[src/common/csr_params.svh]
`ifndef CSR_PARAMS_SVH
`define CSR_PARAMS_SVH

// Counter and timer addresses
`define CSR_CYCLE     12'hC00
`define CSR_TIME      12'hC01
`define CSR_INSTRET   12'hC02
`define CSR_CYCLEH    12'hC80
`define CSR_TIMEH     12'hC81
`define CSR_INSTRETH  12'hC82

// Machine identity
`define CSR_MVENDORID 12'hF11
`define CSR_MARCHID   12'hF12
`define CSR_MIMPID    12'hF13
`define CSR_MHARTID   12'hF14
`define CSR_MISA      12'h301

// Trap registers
`define CSR_MSTATUS   12'h300
`define CSR_MIE       12'h304
`define CSR_MTVEC     12'h305
`define CSR_MSCRATCH  12'h340
`define CSR_MEPC      12'h341
`define CSR_MCAUSE    12'h342
`define CSR_MTVAL     12'h343
`define CSR_MIP       12'h344

// Exception cause codes
`define CAUSE_INSTR_MISALIGNED 5'd0
`define CAUSE_INSTR_ACCESS     5'd1
`define CAUSE_ILLEGAL_INSTR    5'd2
`define CAUSE_BREAKPOINT       5'd3
`define CAUSE_LOAD_MISALIGNED  5'd4
`define CAUSE_LOAD_ACCESS      5'd5
`define CAUSE_STORE_MISALIGNED 5'd6
`define CAUSE_STORE_ACCESS     5'd7
`define CAUSE_ECALL_M          5'd11

// Bit positions in mstatus and mie/mip
`define MSTATUS_MIE    3
`define MSTATUS_MPIE   7
`define MIE_MSIE       3
`define MIE_MTIE       7
`define MIE_MEIE       11
`define USER_IRQ_BASE  16

`endif

[src/common/csrPkg.sv]
`default_nettype none

`include "csr_params.svh"

package csrPkg;

	// Pipeline request, write lands on the next edge
	typedef struct packed {
		logic readEnable;
		logic writeEnable;
		logic [11:0] readAddress;
		logic [11:0] writeAddress;
		logic [31:0] writeData;
	} csrReqT;

	// Registered answer of one bank
	typedef struct packed {
		logic hit;
		logic [31:0] data;
	} csrRespT;

	typedef struct packed {
		logic [7:0] coreIndex;
		logic [10:0] manufacturerId;
		logic [15:0] partId;
		logic [3:0] versionId;
		logic [25:0] extensions;
	} sysIdT;

	typedef struct packed {
		logic fetchAddressMisaligned;
		logic jumpMisaligned;
		logic fetchAccessFault;
		logic fetchAddressBreakpoint;
		logic invalidInstruction;
		logic ecall;
		logic ebreak;
		logic loadAddressMisaligned;
		logic storeAddressMisaligned;
		logic loadAccessFault;
		logic storeAccessFault;
		logic dataAddressBreakpoint;
		logic machineTimer;
		logic machineExternal;
		logic machineSoftware;
		logic [15:0] userInterrupts;
	} trapEventsT;

	typedef struct packed {
		logic [31:0] programCounter;
		logic [31:0] currentInstruction;
		logic [31:0] instructionAddress;
		logic [31:0] dataAddress;
	} trapCtxT;

	typedef enum logic [4:0] {
		causeInstrMisaligned = `CAUSE_INSTR_MISALIGNED,
		causeInstrAccess = `CAUSE_INSTR_ACCESS,
		causeIllegalInstr = `CAUSE_ILLEGAL_INSTR,
		causeBreakpoint = `CAUSE_BREAKPOINT,
		causeLoadMisaligned = `CAUSE_LOAD_MISALIGNED,
		causeLoadAccess = `CAUSE_LOAD_ACCESS,
		causeStoreMisaligned = `CAUSE_STORE_MISALIGNED,
		causeStoreAccess = `CAUSE_STORE_ACCESS,
		causeEcallM = `CAUSE_ECALL_M
	} causeT;

endpackage

`default_nettype wire

[src/rtl/csrCounter.sv]
`default_nettype none
`timescale 1ns/1ps

`include "csr_params.svh"

module csrCounter #(
	parameter logic [11:0] lowerAddress = `CSR_CYCLE,
	parameter logic [11:0] upperAddress = `CSR_CYCLEH
) (
	input wire clk,
	input wire rstN,
	input wire csrPkg::csrReqT csrReq,
	input wire count,
	output logic [63:0] value,
	output csrPkg::csrRespT resp
);

	logic lowerSel;
	logic upperSel;

	assign lowerSel = csrReq.readAddress == lowerAddress;
	assign upperSel = csrReq.readAddress == upperAddress;

	always_ff @(posedge clk) begin
		// Read returns the count from before this edge
		resp.data <= upperSel ? value[63:32] : value[31:0];
		if (!rstN) begin
			value <= 64'b0;
			resp.hit <= 1'b0;
		end else begin
			if (count)
				value <= value + 64'd1;
			resp.hit <= csrReq.readEnable && (lowerSel || upperSel);
		end
	end

endmodule

`default_nettype wire

[src/rtl/csrInfoBank.sv]
`default_nettype none
`timescale 1ns/1ps

`include "csr_params.svh"

module csrInfoBank (
	input wire clk,
	input wire rstN,
	input wire csrPkg::csrReqT csrReq,
	input wire csrPkg::sysIdT sysId,
	input wire [63:0] cycleValue,
	output csrPkg::csrRespT resp
);

	logic readHit;
	logic [31:0] readWord;

	always_comb begin
		readHit = 1'b1;
		case (csrReq.readAddress)
			`CSR_MVENDORID: readWord = {21'b0, sysId.manufacturerId};
			`CSR_MARCHID: readWord = {16'b0, sysId.partId};
			`CSR_MIMPID: readWord = {28'b0, sysId.versionId};
			`CSR_MHARTID: readWord = {24'b0, sysId.coreIndex};
			// MXL of 1 selects RV32
			`CSR_MISA: readWord = {2'b01, 4'b0, sysId.extensions};
			// Time mirrors cycle
			`CSR_TIME: readWord = cycleValue[31:0];
			`CSR_TIMEH: readWord = cycleValue[63:32];
			default: begin
				readHit = 1'b0;
				readWord = 32'b0;
			end
		endcase
	end

	always_ff @(posedge clk) begin
		resp.data <= readWord;
		if (!rstN)
			resp.hit <= 1'b0;
		else
			resp.hit <= csrReq.readEnable && readHit;
	end

endmodule

`default_nettype wire

[src/traps/trapPriority.sv]
`default_nettype none
`timescale 1ns/1ps

`include "csr_params.svh"

module trapPriority (
	input wire csrPkg::trapEventsT trapEvents,
	input wire csrPkg::trapCtxT trapCtx,
	input wire [31:0] mie,
	output logic take,
	output logic isInterrupt,
	output csrPkg::causeT cause,
	output logic [31:0] tval
);

	logic [15:0] userPending;
	logic [3:0] userIndex;

	assign userPending = trapEvents.userInterrupts & mie[`USER_IRQ_BASE +: 16];

	// Lowest pending user line wins
	always_comb begin
		userIndex = 4'd0;
		for (int i = 15; i >= 0; i--) begin
			if (userPending[i])
				userIndex = 4'(i);
		end
	end

	// Interrupt cause codes equal their mip bit
	always_comb begin
		take = 1'b1;
		isInterrupt = 1'b0;
		cause = csrPkg::causeBreakpoint;
		tval = 32'b0;
		if (trapEvents.fetchAddressBreakpoint) begin
			cause = csrPkg::causeBreakpoint;
		end else if (trapEvents.fetchAccessFault) begin
			cause = csrPkg::causeInstrAccess;
			tval = trapCtx.instructionAddress;
		end else if (trapEvents.fetchAddressMisaligned || trapEvents.jumpMisaligned) begin
			cause = csrPkg::causeInstrMisaligned;
			tval = trapCtx.instructionAddress;
		end else if (trapEvents.invalidInstruction) begin
			cause = csrPkg::causeIllegalInstr;
			tval = trapCtx.currentInstruction;
		end else if (trapEvents.ecall) begin
			cause = csrPkg::causeEcallM;
		end else if (trapEvents.ebreak) begin
			cause = csrPkg::causeBreakpoint;
		end else if (trapEvents.loadAddressMisaligned) begin
			cause = csrPkg::causeLoadMisaligned;
			tval = trapCtx.dataAddress;
		end else if (trapEvents.storeAddressMisaligned) begin
			cause = csrPkg::causeStoreMisaligned;
			tval = trapCtx.dataAddress;
		end else if (trapEvents.loadAccessFault) begin
			cause = csrPkg::causeLoadAccess;
			tval = trapCtx.dataAddress;
		end else if (trapEvents.storeAccessFault) begin
			cause = csrPkg::causeStoreAccess;
			tval = trapCtx.dataAddress;
		end else if (trapEvents.dataAddressBreakpoint) begin
			cause = csrPkg::causeBreakpoint;
			tval = trapCtx.dataAddress;
		end else if (trapEvents.machineExternal && mie[`MIE_MEIE]) begin
			isInterrupt = 1'b1;
			cause = csrPkg::causeT'(5'(`MIE_MEIE));
		end else if (trapEvents.machineSoftware && mie[`MIE_MSIE]) begin
			isInterrupt = 1'b1;
			cause = csrPkg::causeT'(5'(`MIE_MSIE));
		end else if (trapEvents.machineTimer && mie[`MIE_MTIE]) begin
			isInterrupt = 1'b1;
			cause = csrPkg::causeT'(5'(`MIE_MTIE));
		end else if (|userPending) begin
			isInterrupt = 1'b1;
			cause = csrPkg::causeT'(5'(`USER_IRQ_BASE) + {1'b0, userIndex});
		end else begin
			take = 1'b0;
		end
	end

endmodule

`default_nettype wire

[src/traps/csrTraps.sv]
`default_nettype none
`timescale 1ns/1ps

`include "csr_params.svh"

module csrTraps (
	input wire clk,
	input wire rstN,
	input wire csrPkg::csrReqT csrReq,
	input wire csrPkg::trapEventsT trapEvents,
	input wire csrPkg::trapCtxT trapCtx,
	input wire trapReturn,
	output csrPkg::csrRespT resp,
	output logic inTrap,
	output logic [31:0] trapVector,
	output logic [31:0] trapReturnVector
);

	logic mstatusMie;
	logic mstatusMpie;
	logic [31:0] mie;
	logic [31:0] mtvec;
	logic [31:0] mscratch;
	logic [31:0] mepc;
	logic [31:0] mcause;
	logic [31:0] mtval;
	logic [31:0] mstatus;
	logic [31:0] mip;

	logic take;
	logic isInterrupt;
	csrPkg::causeT cause;
	logic [31:0] tval;
	logic takeTrap;

	logic readHit;
	logic [31:0] readWord;
	logic [31:0] vectorBase;

	trapPriority priorityEncoder (
		.trapEvents(trapEvents),
		.trapCtx(trapCtx),
		.mie(mie),
		.take(take),
		.isInterrupt(isInterrupt),
		.cause(cause),
		.tval(tval));

	// Interrupts also need the global enable
	assign takeTrap = take && !inTrap && (!isInterrupt || mstatusMie);

	always_comb begin
		mstatus = 32'b0;
		mstatus[`MSTATUS_MIE] = mstatusMie;
		mstatus[`MSTATUS_MPIE] = mstatusMpie;
		mip = 32'b0;
		mip[`MIE_MSIE] = trapEvents.machineSoftware;
		mip[`MIE_MTIE] = trapEvents.machineTimer;
		mip[`MIE_MEIE] = trapEvents.machineExternal;
		mip[`USER_IRQ_BASE +: 16] = trapEvents.userInterrupts;
	end

	always_comb begin
		readHit = 1'b1;
		case (csrReq.readAddress)
			`CSR_MSTATUS: readWord = mstatus;
			`CSR_MIE: readWord = mie;
			`CSR_MTVEC: readWord = mtvec;
			`CSR_MSCRATCH: readWord = mscratch;
			`CSR_MEPC: readWord = mepc;
			`CSR_MCAUSE: readWord = mcause;
			`CSR_MTVAL: readWord = mtval;
			`CSR_MIP: readWord = mip;
			default: begin
				readHit = 1'b0;
				readWord = 32'b0;
			end
		endcase
	end

	always_ff @(posedge clk) begin
		resp.data <= readWord;
		if (!rstN) begin
			resp.hit <= 1'b0;
			inTrap <= 1'b0;
			mstatusMie <= 1'b0;
			mstatusMpie <= 1'b0;
			mie <= 32'b0;
			mtvec <= 32'b0;
			mscratch <= 32'b0;
			mepc <= 32'b0;
			mcause <= 32'b0;
			mtval <= 32'b0;
		end else begin
			resp.hit <= csrReq.readEnable && readHit;
			if (csrReq.writeEnable) begin
				case (csrReq.writeAddress)
					`CSR_MSTATUS: begin
						mstatusMie <= csrReq.writeData[`MSTATUS_MIE];
						mstatusMpie <= csrReq.writeData[`MSTATUS_MPIE];
					end
					`CSR_MIE: mie <= csrReq.writeData;
					`CSR_MTVEC: mtvec <= csrReq.writeData;
					`CSR_MSCRATCH: mscratch <= csrReq.writeData;
					`CSR_MEPC: mepc <= csrReq.writeData;
					`CSR_MCAUSE: mcause <= csrReq.writeData;
					`CSR_MTVAL: mtval <= csrReq.writeData;
					default: ;
				endcase
			end
			// Later assignments override a software write
			if (trapReturn && inTrap) begin
				inTrap <= 1'b0;
				mstatusMie <= mstatusMpie;
				mstatusMpie <= 1'b1;
			end
			if (takeTrap) begin
				inTrap <= 1'b1;
				mepc <= trapCtx.programCounter;
				mcause <= {isInterrupt, 26'b0, cause};
				mtval <= tval;
				mstatusMpie <= mstatusMie;
				mstatusMie <= 1'b0;
			end
		end
	end

	assign vectorBase = {mtvec[31:2], 2'b00};

	// Vectored mode only for interrupts
	always_comb begin
		if (mtvec[1:0] == 2'b01 && mcause[31])
			trapVector = vectorBase + {25'b0, mcause[4:0], 2'b00};
		else
			trapVector = vectorBase;
	end

	assign trapReturnVector = mepc;

endmodule

`default_nettype wire

[src/rtl/csrFile.sv]
`default_nettype none
`timescale 1ns/1ps

`include "csr_params.svh"

module csrFile (
	input wire clk,
	input wire rstN,

	input wire csrPkg::csrReqT csrReq,
	output logic [31:0] csrReadData,

	input wire csrPkg::sysIdT sysId,
	input wire instructionCompleted,

	input wire csrPkg::trapEventsT trapEvents,
	input wire csrPkg::trapCtxT trapCtx,
	input wire trapReturn,
	output logic inTrap,
	output logic [31:0] trapVector,
	output logic [31:0] trapReturnVector
);

	logic [63:0] cycleValue;
	csrPkg::csrRespT cycleResp;
	csrPkg::csrRespT instretResp;
	csrPkg::csrRespT infoResp;
	csrPkg::csrRespT trapResp;

	csrCounter #(.lowerAddress(`CSR_CYCLE), .upperAddress(`CSR_CYCLEH)) cycleCounter (
		.clk(clk),
		.rstN(rstN),
		.csrReq(csrReq),
		.count(1'b1),
		.value(cycleValue),
		.resp(cycleResp));

	// Full instret value has no other reader
	csrCounter #(.lowerAddress(`CSR_INSTRET), .upperAddress(`CSR_INSTRETH)) instretCounter (
		.clk(clk),
		.rstN(rstN),
		.csrReq(csrReq),
		.count(instructionCompleted),
		.value(),
		.resp(instretResp));

	csrInfoBank infoBank (
		.clk(clk),
		.rstN(rstN),
		.csrReq(csrReq),
		.sysId(sysId),
		.cycleValue(cycleValue),
		.resp(infoResp));

	csrTraps traps (
		.clk(clk),
		.rstN(rstN),
		.csrReq(csrReq),
		.trapEvents(trapEvents),
		.trapCtx(trapCtx),
		.trapReturn(trapReturn),
		.resp(trapResp),
		.inTrap(inTrap),
		.trapVector(trapVector),
		.trapReturnVector(trapReturnVector));

	// Decode guarantees at most one hit
	always_comb begin
		csrReadData = (cycleResp.hit ? cycleResp.data : 32'b0)
			| (instretResp.hit ? instretResp.data : 32'b0)
			| (infoResp.hit ? infoResp.data : 32'b0)
			| (trapResp.hit ? trapResp.data : 32'b0);
	end

endmodule

`default_nettype wire

[config.mk]
export PLATFORM = sky130hd
export DESIGN_NAME = csrFile
export DESIGN_NICKNAME = d
export VERILOG_FILES = /design/src/common/csrPkg.sv /design/src/rtl/csrCounter.sv /design/src/rtl/csrInfoBank.sv /design/src/traps/trapPriority.sv /design/src/traps/csrTraps.sv /design/src/rtl/csrFile.sv
export VERILOG_INCLUDE_DIRS = /design/src /design/src/common
export SDC_FILE = /design/constraint.sdc
export NUM_CORES = 1
export LEC_CHECK = 0
export BUFFER_PORTS_ARGS = -buffer_cell sky130_fd_sc_hd__buf_4
export CAP_MARGIN = 20
export CORE_MARGIN = 2
export CORE_UTILIZATION = 31
export DETAILED_ROUTE_END_ITERATION = 8
export PLACE_DENSITY = 0.52
export SLEW_MARGIN = 20
export SYNTH_ARGS = -nofsm -noshare
export SYNTH_HDL_FRONTEND = slang
export SYNTH_SLANG_ARGS = --single-unit
[constraint.sdc]
create_clock -name clk -period 3.6 [get_ports clk]
set_input_delay 0.36 -clock clk [delete_from_list [all_inputs] [get_ports clk]]
set_output_delay 0.36 -clock clk [all_outputs]
set_load 0.03 [all_outputs]
==> key figures, run 1 <==
Run status
  • Status: finished clean

Synthesis
  • Mapped cell area: 21100 um^2
  • Syn Area/Cell: 8.58 um^2
  • Synthesized flop and latch total: 455
  • Distinct cells, synth: 79
  • Synth top area cells: dfxtp_1 43%, nand2_1 7.7%, a22oi_1 5.5%
  • Number of flops mapped to enable cells by yosys: 0
  • Yosys top cell area share: a little over two fifths
  • Post-Syn Instances: 2464
  • Synth warn: 0
  • Seq/Total Area, Yosys: 43.1%
  • Post-synthesis async set-or-reset flop share: 0%
  • Main synth FF type: dfxtp_1
  • Area leader, netlist: dfxtp_1

Routing
  • Wirelength, routed: 82.9 mm
  • DRT Pass-1 Iters: 7
  • Via Count: 20.1k
  • Routed wire per std cell: ~22 um
  • Antenna Nets Post-Route: 0
  • Iter 0 DRT Violations: 1704
  • Via density: around 5.4
  • Post-route DRC: 0

Power
  • Peak supply drop: 0.000343 V
  • NetSw: approximately 0.0027 W
  • Comb power frac: 6.9%
  • Sw frac: 23.4%
  • Pint: 0.00870 W
  • P_leak: between 10 and 15 nW
  • PD cells: 423 nW/um^2
  • Clock network fraction of design power: between 40% and 50%
  • Sequential group share of total power: 45.5%
  • Tot Pwr: around 0.011 W

Timing
  • Clk_skew: 0.0122 ns
  • RSZ-0062 raised after global routing: false
  • Normalized max-slew margin: between 30% and 40%
  • Final worst slack: 0.257 ns
  • F_max: between 0.2 and 0.3 GHz
  • Final slew viol count: 0
  • Tcrit/Tclk final: 92.9%
  • Final number of setup-violating endpoints: 0
  • Worst slew pin tran: 1.00 ns
  • Fin crit period: approximately 3.3 ns
  • Setup_tns: 0 ns
  • Final number of hold-violating endpoints: 0

Final layout
  • Fill cell count: 6776
  • Commonest non-fill, non-tap cell in the layout: dfxtp_1
  • Area delta synth->final: 27.1%
  • Most frequent cells in the layout: 451 x dfxtp_1, 434 x nand2_1, 421 x buf_4, 207 x nor2_1, 184 x a21oi_1
  • Fraction of layout cells with a size suffix above 1: 22.8%
  • Register area: 9110 um^2
  • Multi-input gate area: 11200 um^2
  • Final Net Count: 3098

Min path
  • Hold crit path type: in -> reg
  • WHS Path Cells: 3

Die
  • Core ar.: 67400 um^2
  • Die W: 265 um
  • I/O pins: around 380
  • Initial Util: between 30% and 40%
  • Die Area: 70300 um^2
  • Die height: ~270 um
  • Rows: 95

Clocking
  • Clock net sink count: 455
  • Worst-Skew Late Latency: 0.60 ns
  • CTS clock-pin slew for the worst setup and hold paths: 0.06 ns
  • CTS tree: built
  • CTS H-Tree Depth: 2
  • Clk root buf: clkbuf_16
  • Clock Tree Buf Depth: 3
  • Number of setup buffers added after CTS: 0
  • Total CTS buffers: 51

Worst setup path
  • Buf/Inv on CP: 3
  • Cell breakdown of the critical path: ha_1 > inv_1 > fa_1 > nor2b_1 > o21a_1 > o21ai_0 > nand2_1 > buf_4 > nand4_1 > xnor2_1 > buf_4
  • Most frequent CP cell: buf_4
  • R2r worst-path depth: 6
  • R2r setup slk: 0.92 ns
  • Setup CP Type: reg -> out
  • Crit-path max cell delay: approximately 0.46 ns
  • Critical path depth in cells: 11
  • CP Data Required Time: 3.24 ns
  • CP top delay family: adder cells
  • CP max stage cell: fa_1
  • Critical path startpoint category: flip-flop
  • CP max FO: 4
  • Capturing element type of the critical path: primary output
  • Worst Path Arrival: 2.98 ns

Global route
  • Total GRT Usage: a little under a quarter
  • Largest net degree at the start of global routing: roughly 130
  • Initial antenna violation count: 2
  • First-pass GRT wire length: 125 mm
  • Number of global-route vias before repair: 20.2k
  • Overflow after GRT: 0

Placement
  • DP Worst Slack: 0.787 ns
  • Routability cong.: approximately 0.89
  • Hpwl dp: 59.2 mm
  • Port buffer count: 380

Job
  • Total of max-cap violations: 0
power groups by stage:
stage	logic, W	registers [W]	clock network [W]
after floorplan	0.000270	0.00530	0
after global placement	0.000748	0.00528	0
after detailed placement	0.000757	0.00528	0
after CTS	0.000780	0.00517	0.00553
after global routing	0.000833	0.00517	0.00571
final	0.000778	0.00517	0.00541
layout make-up:
type / instances / share of cell area, %
flip-flops and latches: 455 / 33.9
well taps: 873 / 4.06
diodes: 1 / 0.00931
clock buffers: 71 / 5.71
multi-input cells: 1801 / 41.7
inverters: 37 / 0.545
clock inverters: 18 / 0.740
repair buffers: 458 / 13.3
flip-flops by register name, indices dropped and copies added (netlist names), 33 cells and up:
register	cells
cycleCounter.resp	33
traps.resp	33
cycleCounter.value	64
instretCounter.resp	33
infoBank.resp	33
instretCounter.value	64
layer usage:
metal | share of wire (%) | up-vias | global-route usage, %
li1 | - | 9523 | -
met1 | 43 | 9745 | 29.3
met2 | 48 | 702 | 39.5
met3 | 6.4 | 117 | 3.62
met4 | 2.8 | 2 | 7.33
met5 | 0.014 | - | 0
cells in the mapped netlist (all sizes together), types with 3 or more instances:
library cell    n
a21oi         184
nor2          210
ha              7
nand4b          4
a211oi         36
or3            21
clkbuf        132
nor3           35
nand4          47
dfxtp         455
nor4           20
nand2b          4
and2           16
nor3b           5
nor4b           5
and4           16
nand3          94
buf            40
xnor2          60
a22o           26
a22oi         156
a31oi           7
a222oi         24
o31ai           3
and3           20
a32oi           5
a221oi         53
xor2           75
mux2i          36
mux2           90
inv            37
nand2         435
a311oi          4
o21ai          37
or2             6
or4            36
worst min-delay path, delay by kind of cell:
kind | cells | cell delay [ns]
compound gates | 1 | 0.08
buf+inv | 2 | 0.16
final timing paths:
path / endpoint / from
setup / recovery: trapVector[14] / traps.mtvec[2]
hold / removal: infoBank.resp[23] / sysId[23]
setup reg to reg: instretCounter.value[58] / instretCounter.value[25]
hold reg to reg: traps.mcause[13] / traps.mcause[13]
cell families after synthesis:
family,Yosys count,synth area share (%)
multiplexers,126,6.50
adder cells (fa/ha/maj),8,0.509
buffers and inverters,209,4.32
other,1,0.0177
flip-flops,455,43.1
XOR/XNOR,135,5.59
AO/OA/AOI/OAI,546,17.8
AND/OR/NAND/NOR,984,22.2
timing repair:
item | in CTS | in global routing
gates resized for setup | 0 | 1
setup endpoints to repair | 0 | 1
hold buffers | 33 | 0
hold endpoints to repair | 22 | 0
per-stage QoR:
stage	util, %	instance area, um^2	hold slack (ns)	std cells
floorplan	-	21200	0.425	2465
global placement	36.8	24800	0.438	3591
global route	39.9	26900	0.0219	3713
finish	39.9	26900	0.0295	3714
CTS	39.9	26900	0.00189	3713
detailed placement	36.8	24800	0.445	3591
No activity file was read; power rests on OpenSTA's default activity.
==> inputs of run 2 (changes only) <==
- CELL_PAD_IN_SITES_DETAIL_PLACEMENT: not set -> 0
- CELL_PAD_IN_SITES_GLOBAL_PLACEMENT: not set -> 1
- PLACE_DENSITY: 0.52 -> 0.65
==> run 2 against run 1 <==
Hold slack better by 0.0037 ns. Largest power group unchanged. Final cell count grew 0.11%. Non-clock buffer count is 1 higher. Combinational power about the same. Critical path type unchanged. Maximum frequency down 1.1%.
==> key figures, run 2 (same netlist as run 1, synthesis figures left out) <==
Clocking
  • CTS tree: built
  • Clock net sink count: 455
  • Clock Tree Buf Depth: 3
  • Worst-Skew Late Latency: 0.60 ns
  • Total CTS buffers: 53
  • Clk root buf: clkbuf_16
  • CTS H-Tree Depth: 2
  • CTS clock-pin slew for the worst setup and hold paths: about 0.060 ns

Timing
  • Clk_skew: 0.0132 ns
  • F_max: 0.296 GHz
  • Normalized max-slew margin: 34.9%
  • Final number of setup-violating endpoints: 0
  • Setup_tns: 0 ns
  • Final number of hold-violating endpoints: 0
  • Final hold slack: 0.0331 ns
  • RSZ-0062 raised after global routing: false
  • Final slew viol count: 0
  • Tcrit/Tclk final: 93.9%
  • Worst slew pin tran: ~1 ns
  • Fin crit period: 3.38 ns

Die
  • Initial Util: 31.4%
  • I/O pins: 383
  • Rows: 95
  • Die height: 265 um
  • Die Area: 70300 um^2
  • Core ar.: 67400 um^2
  • Die W: 265 um

Power
  • Peak supply drop: 0.000348 V
  • NetSw: 0.00267 W
  • Pint: 0.00876 W
  • Clock network fraction of design power: 48.0%
  • P_leak: 10.3 nW
  • Tot Pwr: 0.0114 W
  • PD cells: 424 nW/um^2
  • Comb power frac: 6.8%
  • Sw frac: 23.3%
  • Sequential group share of total power: about 45%

Worst setup path
  • Critical path startpoint category: flip-flop
  • Setup CP Type: reg -> out
  • R2r worst-path depth: 7
  • Worst Path Arrival: a little over 3 ns
  • CP Data Required Time: 3.24 ns
  • R2r setup slk: 0.74 ns
  • RR Startpoint: traps.mie[23]
  • R2R Path End: traps.mcause[3]
  • Capturing element type of the critical path: primary output
  • CP max FO: 7

Placement
  • Port buffer count: 380
  • Placed cell count: 3591
  • Hpwl dp: roughly 59 mm
  • Routability cong.: 0.886

Final layout
  • Fill cell count: between 6k and 7k
  • Top flop regs: cycleCounter.value: 64 flops, instretCounter.value: 64 flops
  • Area delta synth->final: 27.4%
  • Commonest non-fill, non-tap cell in the layout: dfxtp_1
  • Fin cells: 3718
  • Most frequent cells in the layout: 451 x dfxtp_1, 434 x nand2_1, 423 x buf_4, 207 x nor2_1, 184 x a21oi_1
  • Final Net Count: around 3.1k
  • Fraction of layout cells with a size suffix above 1: 23.0%

Min path
  • WHS Path Cells: 3
  • Hold EP: infoBank.resp[8]
  • Hold crit path type: in -> reg
  • HP Start: sysId[38]

Run status
  • Status: finished clean

Global route
  • Number of global-route vias before repair: about 20k
  • Overflow after GRT: 0
  • Total GRT Usage: 22.8%
  • Largest net degree at the start of global routing: 132
  • Initial antenna violation count: 1
  • First-pass GRT wire length: ~120 mm

Routing
  • Routed wire per std cell: 22.2 um
  • Post-route DRC: 0
  • Antenna Nets Post-Route: 0
  • Wirelength, routed: 82.4 mm
  • Via Count: 20.0k
  • Iter 0 DRT Violations: 1714
  • Via density: 5.39
  • DRT Pass-1 Iters: 7

Job
  • Total of max-cap violations: 0
## run 2: power by group through the flow
stage | registers, W | logic (W) | clock network [W]
after floorplan | 0.00530 | 0.000270 | 0
final | 0.00517 | 0.000780 | 0.00548
after CTS | 0.00517 | 0.000782 | 0.00560
after detailed placement | 0.00528 | 0.000761 | 0
after global routing | 0.00517 | 0.000840 | 0.00582
after global placement | 0.00528 | 0.000752 | 0
## run 2: worst max-delay path by stage
stage | start | endpoint | slack, ns | cells after the start
2_1_floorplan | traps.mtvec[2] | trapVector[26] | 0.82 | 9
3_3_place_gp | csrReq[39] | traps.mie[22] | 0.60 | 7
3_5_place_dp | csrReq[39] | traps.mie[27] | 0.56 | 7
4_1_cts | traps.mcause[0] | trapVector[14] | 0.09 | 10
5_1_grt | traps.mcause[0] | trapVector[26] | 0.01 | 11
6_report | traps.mcause[31] | trapVector[29] | 0.22 | 7
## run 2: critical path: stages, from the launching register on
cell	delay (ns)
dfxtp_1	0.42
and3b_2	0.29
nand3_1	0.19
or4_1	0.59
or2_1	0.38
nor2_1	0.17
xor2_1	0.19
buf_4	0.19
## run 2: layout make-up
class	count	area (um^2)	share of cell area, %
clock buffers	79	1620	6.03
well taps	873	1090	4.06
multi-input cells	1801	11200	41.7
diodes	1	2.50	0.00929
repair buffers	459	3570	13.2
flip-flops and latches	455	9110	33.8
inverters	37	146	0.544
clock inverters	13	153	0.567
## run 2: repair_timing
action                                  4_1_cts  5_1_grt
pin swaps                                     0        2
endpoints found under the setup margin        1        9
hold buffers                                 33        0
buffers inserted                              0        1
resized for setup                             1        6
endpoints found under the hold margin        21        0
## run 2: metrics by stage
stage / util [%] / area, um^2 / setup slack [ns]
finish: 40.0 / 26900 / 0.219
detailed placement: 36.8 / 24800 / 0.558
CTS: 39.9 / 26900 / 0.0864
floorplan: - / 21200 / 0.819
global placement: 36.8 / 24800 / 0.605
global route: 40.0 / 26900 / 0.0144
## run 2: per-layer routing
layer,global-route usage (%),vias to the layer above,routed length [um]
met1,29.6,9613,35700
met4,6.47,0,2070
met2,38.5,736,39100
met5,0,-,0
met3,4.38,139,5540
li1,-,9549,-
